`config.mk`:
```
export PLATFORM = sky130hd
export DESIGN_NAME = hyper_front
export DESIGN_NICKNAME = d
export VERILOG_FILES = /design/src/logic/hyper_pkg.sv /design/src/logic/hyper_front.sv /design/src/logic/resp_tagger.sv /design/src/logic/id_queue.sv /design/src/logic/tf_builder.sv /design/src/logic/ax_rr_arbiter.sv
export SDC_FILE = /design/constraint.sdc
export NUM_CORES = 1
export LEC_CHECK = 0
export CAP_MARGIN = 5
export CORE_AREA = 2 2 145 147
export CTS_CLUSTER_DIAMETER = 80
export DETAILED_ROUTE_END_ITERATION = 12
export DIE_AREA = 0 0 147 149
export DONT_BUFFER_PORTS = 1
export PLACE_DENSITY = 0.44
export SYNTH_ARGS = -nofsm -noshare
export SYNTH_HDL_FRONTEND = slang
export SYNTH_SLANG_ARGS = --single-unit
```
`constraint.sdc`:
```
create_clock -name clk_i -period 13.1 [get_ports clk_i]
set_clock_uncertainty 0.15 [all_clocks]
set_input_delay 1.31 -clock clk_i [delete_from_list [all_inputs] [get_ports clk_i]]
set_output_delay 1.31 -clock clk_i [all_outputs]
set_load 0.005 [all_outputs]
```
`src/logic/hyper_pkg.sv`:
```
/*
 * Shared widths, AXI enums and channel structs for the HyperBus front end.
 * Imported by every RTL module of the controller front end.
 */

package hyper_pkg;

    localparam int unsigned ADDR_W = 32;
    localparam int unsigned ID_W   = 4;
    localparam int unsigned DATA_W = 16;

    // AXI burst encoding
    typedef enum logic [1:0] {
        BURST_FIXED = 2'b00,
        BURST_INCR  = 2'b01,
        BURST_WRAP  = 2'b10
    } burst_e;

    // only the two codes this controller can return
    typedef enum logic [1:0] {
        RESP_OKAY   = 2'b00,
        RESP_SLVERR = 2'b10
    } resp_e;

    // address request, same layout for ar and aw
    typedef struct packed {
        logic [ADDR_W-1:0] addr;
        logic [ID_W-1:0]   id;
        logic [7:0]        len;
        burst_e            burst;
    } ax_req_t;

    // transaction descriptor for the PHY
    typedef struct packed {
        logic [ADDR_W-1:0] address;
        logic              write;
        logic [8:0]        burst;
        logic              burst_type;    // 1 = incrementing
        logic              address_space;
    } hyper_tf_t;

    typedef struct packed {
        logic [DATA_W-1:0]   data;
        logic [DATA_W/8-1:0] strb;
    } tx_t;

    typedef struct packed {
        logic [DATA_W-1:0] data;
        logic              last;
        logic              error;
    } rx_t;

    typedef struct packed {
        logic last;
        logic error;
    } b_t;

    typedef struct packed {
        logic [ID_W-1:0]   id;
        logic [DATA_W-1:0] data;
        logic              last;
        resp_e             resp;
    } r_resp_t;

    typedef struct packed {
        logic [ID_W-1:0] id;
        resp_e           resp;
    } b_resp_t;

    // end_addr is exclusive
    typedef struct packed {
        logic [ADDR_W-1:0] start_addr;
        logic [ADDR_W-1:0] end_addr;
    } chip_rule_t;

endpackage
```
`src/logic/hyper_front.sv`:
```
/*
 * AXI-side front end of the HyperBus controller.
 * Arbitrates ar/aw onto the PHY transaction port and tags responses with IDs.
 */

`timescale 1ns/1ps

module hyper_front
    import hyper_pkg::*;
#(
    parameter int unsigned NUM_CHIPS = 2,
    parameter int unsigned ID_DEPTH  = 4
) (
    input  logic                       clk_i,
    input  logic                       rst_n_i,
    // bus side
    input  ax_req_t                    ar_i,
    input  logic                       ar_valid_i,
    output logic                       ar_ready_o,
    input  ax_req_t                    aw_i,
    input  logic                       aw_valid_i,
    output logic                       aw_ready_o,
    input  tx_t                        w_i,
    input  logic                       w_valid_i,
    output logic                       w_ready_o,
    output r_resp_t                    r_o,
    output logic                       r_valid_o,
    input  logic                       r_ready_i,
    output b_resp_t                    b_o,
    output logic                       b_valid_o,
    input  logic                       b_ready_i,
    // PHY side
    output hyper_tf_t                  trans_o,
    output logic [NUM_CHIPS-1:0]       trans_cs_o,
    output logic                       trans_valid_o,
    input  logic                       trans_ready_i,
    output tx_t                        tx_o,
    output logic                       tx_valid_o,
    input  logic                       tx_ready_i,
    input  rx_t                        rx_i,
    input  logic                       rx_valid_i,
    output logic                       rx_ready_o,
    input  b_t                         b_i,
    input  logic                       b_valid_i,
    output logic                       b_ready_o,
    input  chip_rule_t [NUM_CHIPS-1:0] chip_rules_i
);

    ax_req_t ax_req;
    logic    ax_write;
    logic    rd_full;
    logic    wr_full;

    // w goes straight to the PHY
    assign tx_o       = w_i;
    assign tx_valid_o = w_valid_i;
    assign w_ready_o  = tx_ready_i;

    ax_rr_arbiter ax_rr_arbiter_inst (
        .clk_i      ( clk_i          ),
        .rst_n_i    ( rst_n_i        ),
        .rd_i       ( ar_i           ),
        .wr_i       ( aw_i           ),
        .rd_valid_i ( ar_valid_i     ),
        .wr_valid_i ( aw_valid_i     ),
        .rd_block_i ( rd_full        ),
        .wr_block_i ( wr_full        ),
        .rd_ready_o ( ar_ready_o     ),
        .wr_ready_o ( aw_ready_o     ),
        .req_o      ( ax_req         ),
        .write_o    ( ax_write       ),
        .valid_o    ( trans_valid_o  ),
        .ready_i    ( trans_ready_i  )
    );

    tf_builder #(
        .NUM_CHIPS    ( NUM_CHIPS    )
    ) tf_builder_inst (
        .req_i        ( ax_req       ),
        .write_i      ( ax_write     ),
        .chip_rules_i ( chip_rules_i ),
        .trans_o      ( trans_o      ),
        .cs_o         ( trans_cs_o   )
    );

    resp_tagger #(
        .ID_DEPTH      ( ID_DEPTH                       )
    ) resp_tagger_inst (
        .clk_i         ( clk_i                          ),
        .rst_n_i       ( rst_n_i                        ),
        .issue_valid_i ( trans_valid_o & trans_ready_i  ),
        .issue_write_i ( ax_write                       ),
        .issue_id_i    ( ax_req.id                      ),
        .rx_i          ( rx_i                           ),
        .rx_valid_i    ( rx_valid_i                     ),
        .rx_ready_o    ( rx_ready_o                     ),
        .r_o           ( r_o                            ),
        .r_valid_o     ( r_valid_o                      ),
        .r_ready_i     ( r_ready_i                      ),
        .b_i           ( b_i                            ),
        .b_valid_i     ( b_valid_i                      ),
        .b_ready_o     ( b_ready_o                      ),
        .b_o           ( b_o                            ),
        .b_valid_o     ( b_valid_o                      ),
        .b_ready_i     ( b_ready_i                      ),
        .rd_full_o     ( rd_full                        ),
        .wr_full_o     ( wr_full                        )
    );

endmodule

```
`src/logic/resp_tagger.sv`:
```
/*
 * Tags PHY read beats and write status with the ID of the oldest outstanding
 * transaction and an AXI response code; one ID queue per direction.
 */

`timescale 1ns/1ps

module resp_tagger
    import hyper_pkg::*;
#(
    parameter int unsigned ID_DEPTH = 4
) (
    input  logic            clk_i,
    input  logic            rst_n_i,
    input  logic            issue_valid_i,
    input  logic            issue_write_i,
    input  logic [ID_W-1:0] issue_id_i,
    input  rx_t             rx_i,
    input  logic            rx_valid_i,
    output logic            rx_ready_o,
    output r_resp_t         r_o,
    output logic            r_valid_o,
    input  logic            r_ready_i,
    input  b_t              b_i,
    input  logic            b_valid_i,
    output logic            b_ready_o,
    output b_resp_t         b_o,
    output logic            b_valid_o,
    input  logic            b_ready_i,
    output logic            rd_full_o,
    output logic            wr_full_o
);

    logic [ID_W-1:0] rd_head;
    logic [ID_W-1:0] wr_head;
    logic            rd_pop;
    logic            wr_pop;

    // read beats pass through, ID changes only after last
    assign r_valid_o  = rx_valid_i;
    assign rx_ready_o = r_ready_i;
    assign r_o.id     = rd_head;
    assign r_o.data   = rx_i.data;
    assign r_o.last   = rx_i.last;
    assign r_o.resp   = rx_i.error ? RESP_SLVERR : RESP_OKAY;
    assign rd_pop     = rx_valid_i & r_ready_i & rx_i.last;

    // non-last status beats are accepted and dropped
    assign b_valid_o = b_valid_i & b_i.last;
    assign b_ready_o = b_ready_i;
    assign b_o.id    = wr_head;
    assign b_o.resp  = b_i.error ? RESP_SLVERR : RESP_OKAY;
    assign wr_pop    = b_valid_i & b_ready_i & b_i.last;

    id_queue #(
        .DEPTH   ( ID_DEPTH                        )
    ) rd_queue_inst (
        .clk_i   ( clk_i                           ),
        .rst_n_i ( rst_n_i                         ),
        .push_i  ( issue_valid_i & ~issue_write_i  ),
        .id_i    ( issue_id_i                      ),
        .pop_i   ( rd_pop                          ),
        .head_o  ( rd_head                         ),
        .full_o  ( rd_full_o                       ),
        .empty_o (                                 )
    );

    id_queue #(
        .DEPTH   ( ID_DEPTH                        )
    ) wr_queue_inst (
        .clk_i   ( clk_i                           ),
        .rst_n_i ( rst_n_i                         ),
        .push_i  ( issue_valid_i & issue_write_i   ),
        .id_i    ( issue_id_i                      ),
        .pop_i   ( wr_pop                          ),
        .head_o  ( wr_head                         ),
        .full_o  ( wr_full_o                       ),
        .empty_o (                                 )
    );

endmodule

```
`src/logic/id_queue.sv`:
```
/*
 * In-order FIFO of outstanding AXI IDs for one direction.
 * Push on issue, pop on the last response beat; head is the oldest ID.
 */

`timescale 1ns/1ps

module id_queue
    import hyper_pkg::*;
#(
    parameter int unsigned DEPTH = 4
) (
    input  logic            clk_i,
    input  logic            rst_n_i,
    input  logic            push_i,
    input  logic [ID_W-1:0] id_i,
    input  logic            pop_i,
    output logic [ID_W-1:0] head_o,
    output logic            full_o,
    output logic            empty_o
);

    localparam int unsigned PTR_W = (DEPTH > 1) ? $clog2(DEPTH) : 1;
    localparam int unsigned CNT_W = $clog2(DEPTH + 1);

    logic [ID_W-1:0]  mem [DEPTH];
    logic [PTR_W-1:0] rd_ptr_q;
    logic [PTR_W-1:0] wr_ptr_q;
    logic [CNT_W-1:0] count_q;
    logic             do_push;
    logic             do_pop;

    assign full_o  = (count_q == CNT_W'(DEPTH));
    assign empty_o = (count_q == '0);
    assign head_o  = mem[rd_ptr_q];

    assign do_push = push_i & ~full_o;
    assign do_pop  = pop_i & ~empty_o;

    always_ff @(posedge clk_i) begin
        if (do_push) begin
            mem[wr_ptr_q] <= id_i;
        end
    end

    always_ff @(posedge clk_i or negedge rst_n_i) begin
        if (!rst_n_i) begin
            rd_ptr_q <= '0;
            wr_ptr_q <= '0;
            count_q  <= '0;
        end else begin
            if (do_push) begin
                wr_ptr_q <= (wr_ptr_q == PTR_W'(DEPTH - 1)) ? '0 : wr_ptr_q + 1'b1;
            end
            if (do_pop) begin
                rd_ptr_q <= (rd_ptr_q == PTR_W'(DEPTH - 1)) ? '0 : rd_ptr_q + 1'b1;
            end
            // simultaneous push and pop cancel out
            if (do_push && !do_pop) begin
                count_q <= count_q + 1'b1;
            end else if (do_pop && !do_push) begin
                count_q <= count_q - 1'b1;
            end
        end
    end

endmodule

```
`src/logic/tf_builder.sv`:
```
/*
 * Builds the PHY transaction descriptor from the granted address request
 * and decodes the one-hot chip select from the chip address table.
 */

`timescale 1ns/1ps

module tf_builder
    import hyper_pkg::*;
#(
    parameter int unsigned NUM_CHIPS = 2
) (
    input  ax_req_t                     req_i,
    input  logic                        write_i,
    input  chip_rule_t [NUM_CHIPS-1:0]  chip_rules_i,
    output hyper_tf_t                   trans_o,
    output logic [NUM_CHIPS-1:0]        cs_o
);

    logic hit;

    assign trans_o.address       = req_i.addr;
    assign trans_o.write         = write_i;
    // AXI len counts beats minus one
    assign trans_o.burst         = {1'b0, req_i.len} + 9'd1;
    assign trans_o.burst_type    = (req_i.burst == BURST_INCR);
    assign trans_o.address_space = req_i.addr[ADDR_W-1];

    // first matching rule wins
    always_comb begin
        cs_o = '0;
        hit  = 1'b0;
        for (int i = 0; i < NUM_CHIPS; i++) begin
            if (!hit &&
                req_i.addr >= chip_rules_i[i].start_addr &&
                req_i.addr <  chip_rules_i[i].end_addr) begin
                cs_o[i] = 1'b1;
                hit     = 1'b1;
            end
        end
        // unmapped addresses go to chip 0
        if (!hit) begin
            cs_o[0] = 1'b1;
        end
    end

endmodule

```
`src/logic/ax_rr_arbiter.sv`:
```
/*
 * Two-way round-robin arbiter between the ar and aw channels.
 * Holds its choice while the transaction port stalls, so the output stays stable.
 */

`timescale 1ns/1ps

module ax_rr_arbiter
    import hyper_pkg::*;
(
    input  logic    clk_i,
    input  logic    rst_n_i,
    input  ax_req_t rd_i,
    input  ax_req_t wr_i,
    input  logic    rd_valid_i,
    input  logic    wr_valid_i,
    input  logic    rd_block_i,
    input  logic    wr_block_i,
    output logic    rd_ready_o,
    output logic    wr_ready_o,
    output ax_req_t req_o,
    output logic    write_o,
    output logic    valid_o,
    input  logic    ready_i
);

    logic rd_req;
    logic wr_req;
    logic sel_wr;
    logic prefer_wr_q;
    logic locked_q;
    logic lock_wr_q;

    // a full ID queue hides its side from arbitration
    assign rd_req = rd_valid_i & ~rd_block_i;
    assign wr_req = wr_valid_i & ~wr_block_i;

    always_comb begin
        if (locked_q) begin
            sel_wr = lock_wr_q;
        end else if (rd_req && wr_req) begin
            sel_wr = prefer_wr_q;
        end else begin
            sel_wr = wr_req;
        end
    end

    assign req_o   = sel_wr ? wr_i : rd_i;
    assign valid_o = sel_wr ? wr_req : rd_req;
    assign write_o = sel_wr;

    assign rd_ready_o = ready_i & ~sel_wr & rd_req;
    assign wr_ready_o = ready_i & sel_wr & wr_req;

    always_ff @(posedge clk_i or negedge rst_n_i) begin
        if (!rst_n_i) begin
            prefer_wr_q <= 1'b0;
            locked_q    <= 1'b0;
            lock_wr_q   <= 1'b0;
        end else begin
            // stalled offer keeps the grant until it is taken
            locked_q <= valid_o & ~ready_i;
            if (valid_o && !ready_i) begin
                lock_wr_q <= sel_wr;
            end
            // on a transfer, the other direction goes first next time
            if (valid_o && ready_i) begin
                prefer_wr_q <= ~sel_wr;
            end
        end
    end

endmodule

```
==> flow_summary.toml <==
[final_layout]
multi_input_area_mm2 = 0.00411
regArea_mm2 = 0.00139
final_common_cell = "inv_1"
synthToLayoutAreaGrowth_pct = -1.52
layout-drive-gt1-share_pct = 4.47
fin_nets = 1148
mostFrequentLayoutCells = "inv_1 (140), ha_1 (139), nand2_1 (137), a21oi_1 (40), o21ai_0 (33)"
n_fill_cell = 2196

[sta]
hold_viol = 0
rsz0062_at_grt = "false"
tns_ns = 0
maxSlewHeadroom_pct = 46.0
fin_crit_ns = 6.38
clock.fmax_ghz = 0.157
drv_slew = 0
tightest_slew_ns = 0.809
period_share_pct = 48.7
setup_viol = 0
final.setup.worst_slack_ns = 6.72

[yosys]
ys.flop_type = "edfxtp_1"
synth_top_family_by_area = "adder cells"
synth-edff-count = 32
avgSynthCellArea_um2 = 8.14
ys_types = 59
synth-xor-area-share_pct = 1.57
yosysWarnings = 0
synth_area_leaders = "ha_1 (26%), edfxtp_1 (14%), buf_4 (8.8%), inv_1 (7.9%), nand2_1 (7.7%)"
synth.top_cell.area_share_pct = 26.0
ys_ff_latch = 49
synth_compound_area_share_pct = 11.1
synth_cells = 821
netlist_area_mm2 = 0.00668
ys_seq_area_share_pct = 20.7
synth_fa_ha_area_share_pct = 26.6
synth_top_area_cell = "ha_1"
synthSimpleGateAreaFrac_pct = 16.7
async_reset_ff_share_pct = 34.7
synthMuxAreaShare_pct = 5.36

[critical_path]
critPathCapture = "trans_cs_o[1]"
cp-end-kind = "output port"
cp.buffers_inverters = 1
startpoint = "aw_valid_i"
regToRegSetupSlack_ns = 9.44
worstReg2RegStart = "resp_tagger_inst.wr_queue_inst.count_q[0]"
cp_num_cells = 13
cpLargestDelayFamily = "compound AO/OA/AOI/OAI gates"
r2r-end = "resp_tagger_inst.rd_queue_inst.count_q[2]"
r2r_cells = 10
critPathKind = "input pin to output port"
path_cells = "o31ai_1 > o31a_2 > clkinv_2 > nand2_1 > nand2_1 > ha_1 > nand4_1 > nor3_1 > nand4_1 > a2111o_1 > o21ba_2 > o211ai_1 > o2111a_1"
crit_slowest_cell = "clkinv_2"
max_stage_delay_ns = 0.62
cp_data_arrival_time_ns = 4.92
required_ns = 11.64
start_kind = "input pin"
critPathMaxFanout = 47

[clock_network]
postCtsHoldBufs = 0
post_cts_buffers = 0
cts_root_buffer = "clkbuf_16"
clkTransAtPathRegs_ns = 0.06
clock_latency_ns = 0.29
cts_tree = "done"
htreeDepth = 2
cts_buffer_depth = 2
cts_resized = 0
clock_sinks = 49
cts_buffers = 5

[routing]
drt_iter0_drc = 184
firstDrtPassIters = 5
wl_per_cell_um = 18.3
final_antenna_net_count = 0
wl_um = 18600
drc = 0
num_vias = 4998
vias_per_cell = 4.91

[global_routing]
grt_pass1_wl_um = 27500
grt_max_degree = 53
grt_overflow = 0
grt.total_usage_pct = 16.4
antenna_found_initial = 4
grt_pass1_vias = 4955

[die]
die_area_mm2 = 0.0219
coreArea_mm2 = 0.0206
rows = 53
initial_core_util_pct = 32.5
die_w_um = 147
boundaryPins = 371
fp.dieH_um = 149

[placement]
dpl.hpwl_um = 16000
dp_slack_ns = 6.53
io_buffers = 0
place.gp.congestion = 0.788

[run_status]
status = "completed"

[run]
maxCapViolations = 0

[power]
power_leakage_nw = 3.39
ir_drop_uv = 89.4
p_per_area_mw_per_mm2 = 166

[worst_hold_path]
hold_path_class = "register to register"
==> power breakdown <==
group / total, mW / internal, mW / switching (mW) / leakage (nW)
registers: 0.249 / 0.211 / 0.0379 / 0.494
logic: 0.678 / 0.261 / 0.417 / 2.80
clock network: 0.168 / 0.110 / 0.0582 / 0.0944
total: 1.09 / 0.582 / 0.513 / 3.39
==> cells by family after synthesis <==
group	after synthesis
other	1
multiplexers	24
buffers and inverters	233
flip-flops	49
XOR/XNOR	12
adder cells (fa/ha/maj)	141
AND/OR/NAND/NOR	242
AO/OA/AOI/OAI	119
==> cell type report <==
| cell class | instances | area share [%] |
|---|---|---|
| multi-input combinational | 540 | 62.5 |
| sequential | 49 | 21.1 |
| inverter | 141 | 8.06 |
| tap | 275 | 5.23 |
| clock buffer | 5 | 1.90 |
| clock inverter | 3 | 1.05 |
| timing repair buffer | 1 | 0.114 |
| antenna | 3 | 0.114 |
==> worst min path at each step <==
| stage | startpoint | cells after the start | slack (ns) | to |
|---|---|---|---|---|
| after floorplan | ax_rr_arbiter_inst.prefer_wr_q | 1 | 0.29 | ax_rr_arbiter_inst.prefer_wr_q |
| after global placement | ax_rr_arbiter_inst.prefer_wr_q | 1 | 0.31 | ax_rr_arbiter_inst.prefer_wr_q |
| after detailed placement | ax_rr_arbiter_inst.prefer_wr_q | 1 | 0.32 | ax_rr_arbiter_inst.prefer_wr_q |
| after CTS | ax_rr_arbiter_inst.prefer_wr_q | 1 | 0.33 | ax_rr_arbiter_inst.prefer_wr_q |
| after global routing | resp_tagger_inst.rd_queue_inst.count_q[2] | 1 | 0.36 | resp_tagger_inst.rd_queue_inst.count_q[2] |
| final | ax_rr_arbiter_inst.prefer_wr_q | 1 | 0.33 | ax_rr_arbiter_inst.prefer_wr_q |
==> registers in the layout, summed over array words and instances (netlist names) <==
| register | cells |
|---|---|
| resp_tagger_inst.wr_queue_inst.rd_ptr_q | 2 |
| resp_tagger_inst.rd_queue_inst.rd_ptr_q | 2 |
| resp_tagger_inst.wr_queue_inst.count_q | 3 |
| ax_rr_arbiter_inst.locked_q | 1 |
| resp_tagger_inst.rd_queue_inst.count_q | 3 |
| ax_rr_arbiter_inst.lock_wr_q | 1 |
| resp_tagger_inst.wr_queue_inst.mem | 16 |
| resp_tagger_inst.rd_queue_inst.mem | 16 |
| resp_tagger_inst.wr_queue_inst.wr_ptr_q | 2 |
| ax_rr_arbiter_inst.prefer_wr_q | 1 |
| resp_tagger_inst.rd_queue_inst.wr_ptr_q | 2 |
==> metrics by stage <==
stage	hold WS [ns]	cells	power (mW)	utilization (%)	area, um2
floorplan	0.292	822	0.826	-	6690
CTS	0.332	1014	1.11	32.0	6570
finish	0.326	1017	1.09	32.0	6580
global placement	0.310	1006	0.946	31.0	6380
detailed placement	0.317	1006	0.942	31.0	6380
global route	0.364	1014	1.22	32.0	6570
==> Yosys cell counts (2+ instances only) <==
library cell,count
a2111o_1,2
nand4_1,23
and3_1,6
a21oi_1,40
a21o_1,9
mux4_2,8
buf_1,2
fa_1,2
and4_1,3
o2111a_1,2
a221oi_1,3
dfrtp_1,17
o21ai_0,33
nand2_1,137
a31oi_1,3
xor2_1,6
o2111ai_1,2
buf_2,2
nor3_1,7
o21a_1,2
nor2_1,26
nand3_1,14
mux2_2,8
nor2b_1,6
and2_1,10
mux2i_1,6
ha_1,139
clkbuf_1,8
a211oi_1,8
nand2b_1,3
buf_4,78
a2111oi_0,2
a21boi_0,2
xnor2_1,6
edfxtp_1,32
mux2i_2,2
inv_1,140
==> per-layer routing <==
metal	GRT usage (%)	vias to the layer above	part of all wire (%)
li1	-	2551	-
met1	20.0	2212	41
met2	29.5	215	49
met3	4.71	20	8.9
met4	2.31	0	1.0
met5	0	-	0
(Power assumes the default switching activity.)
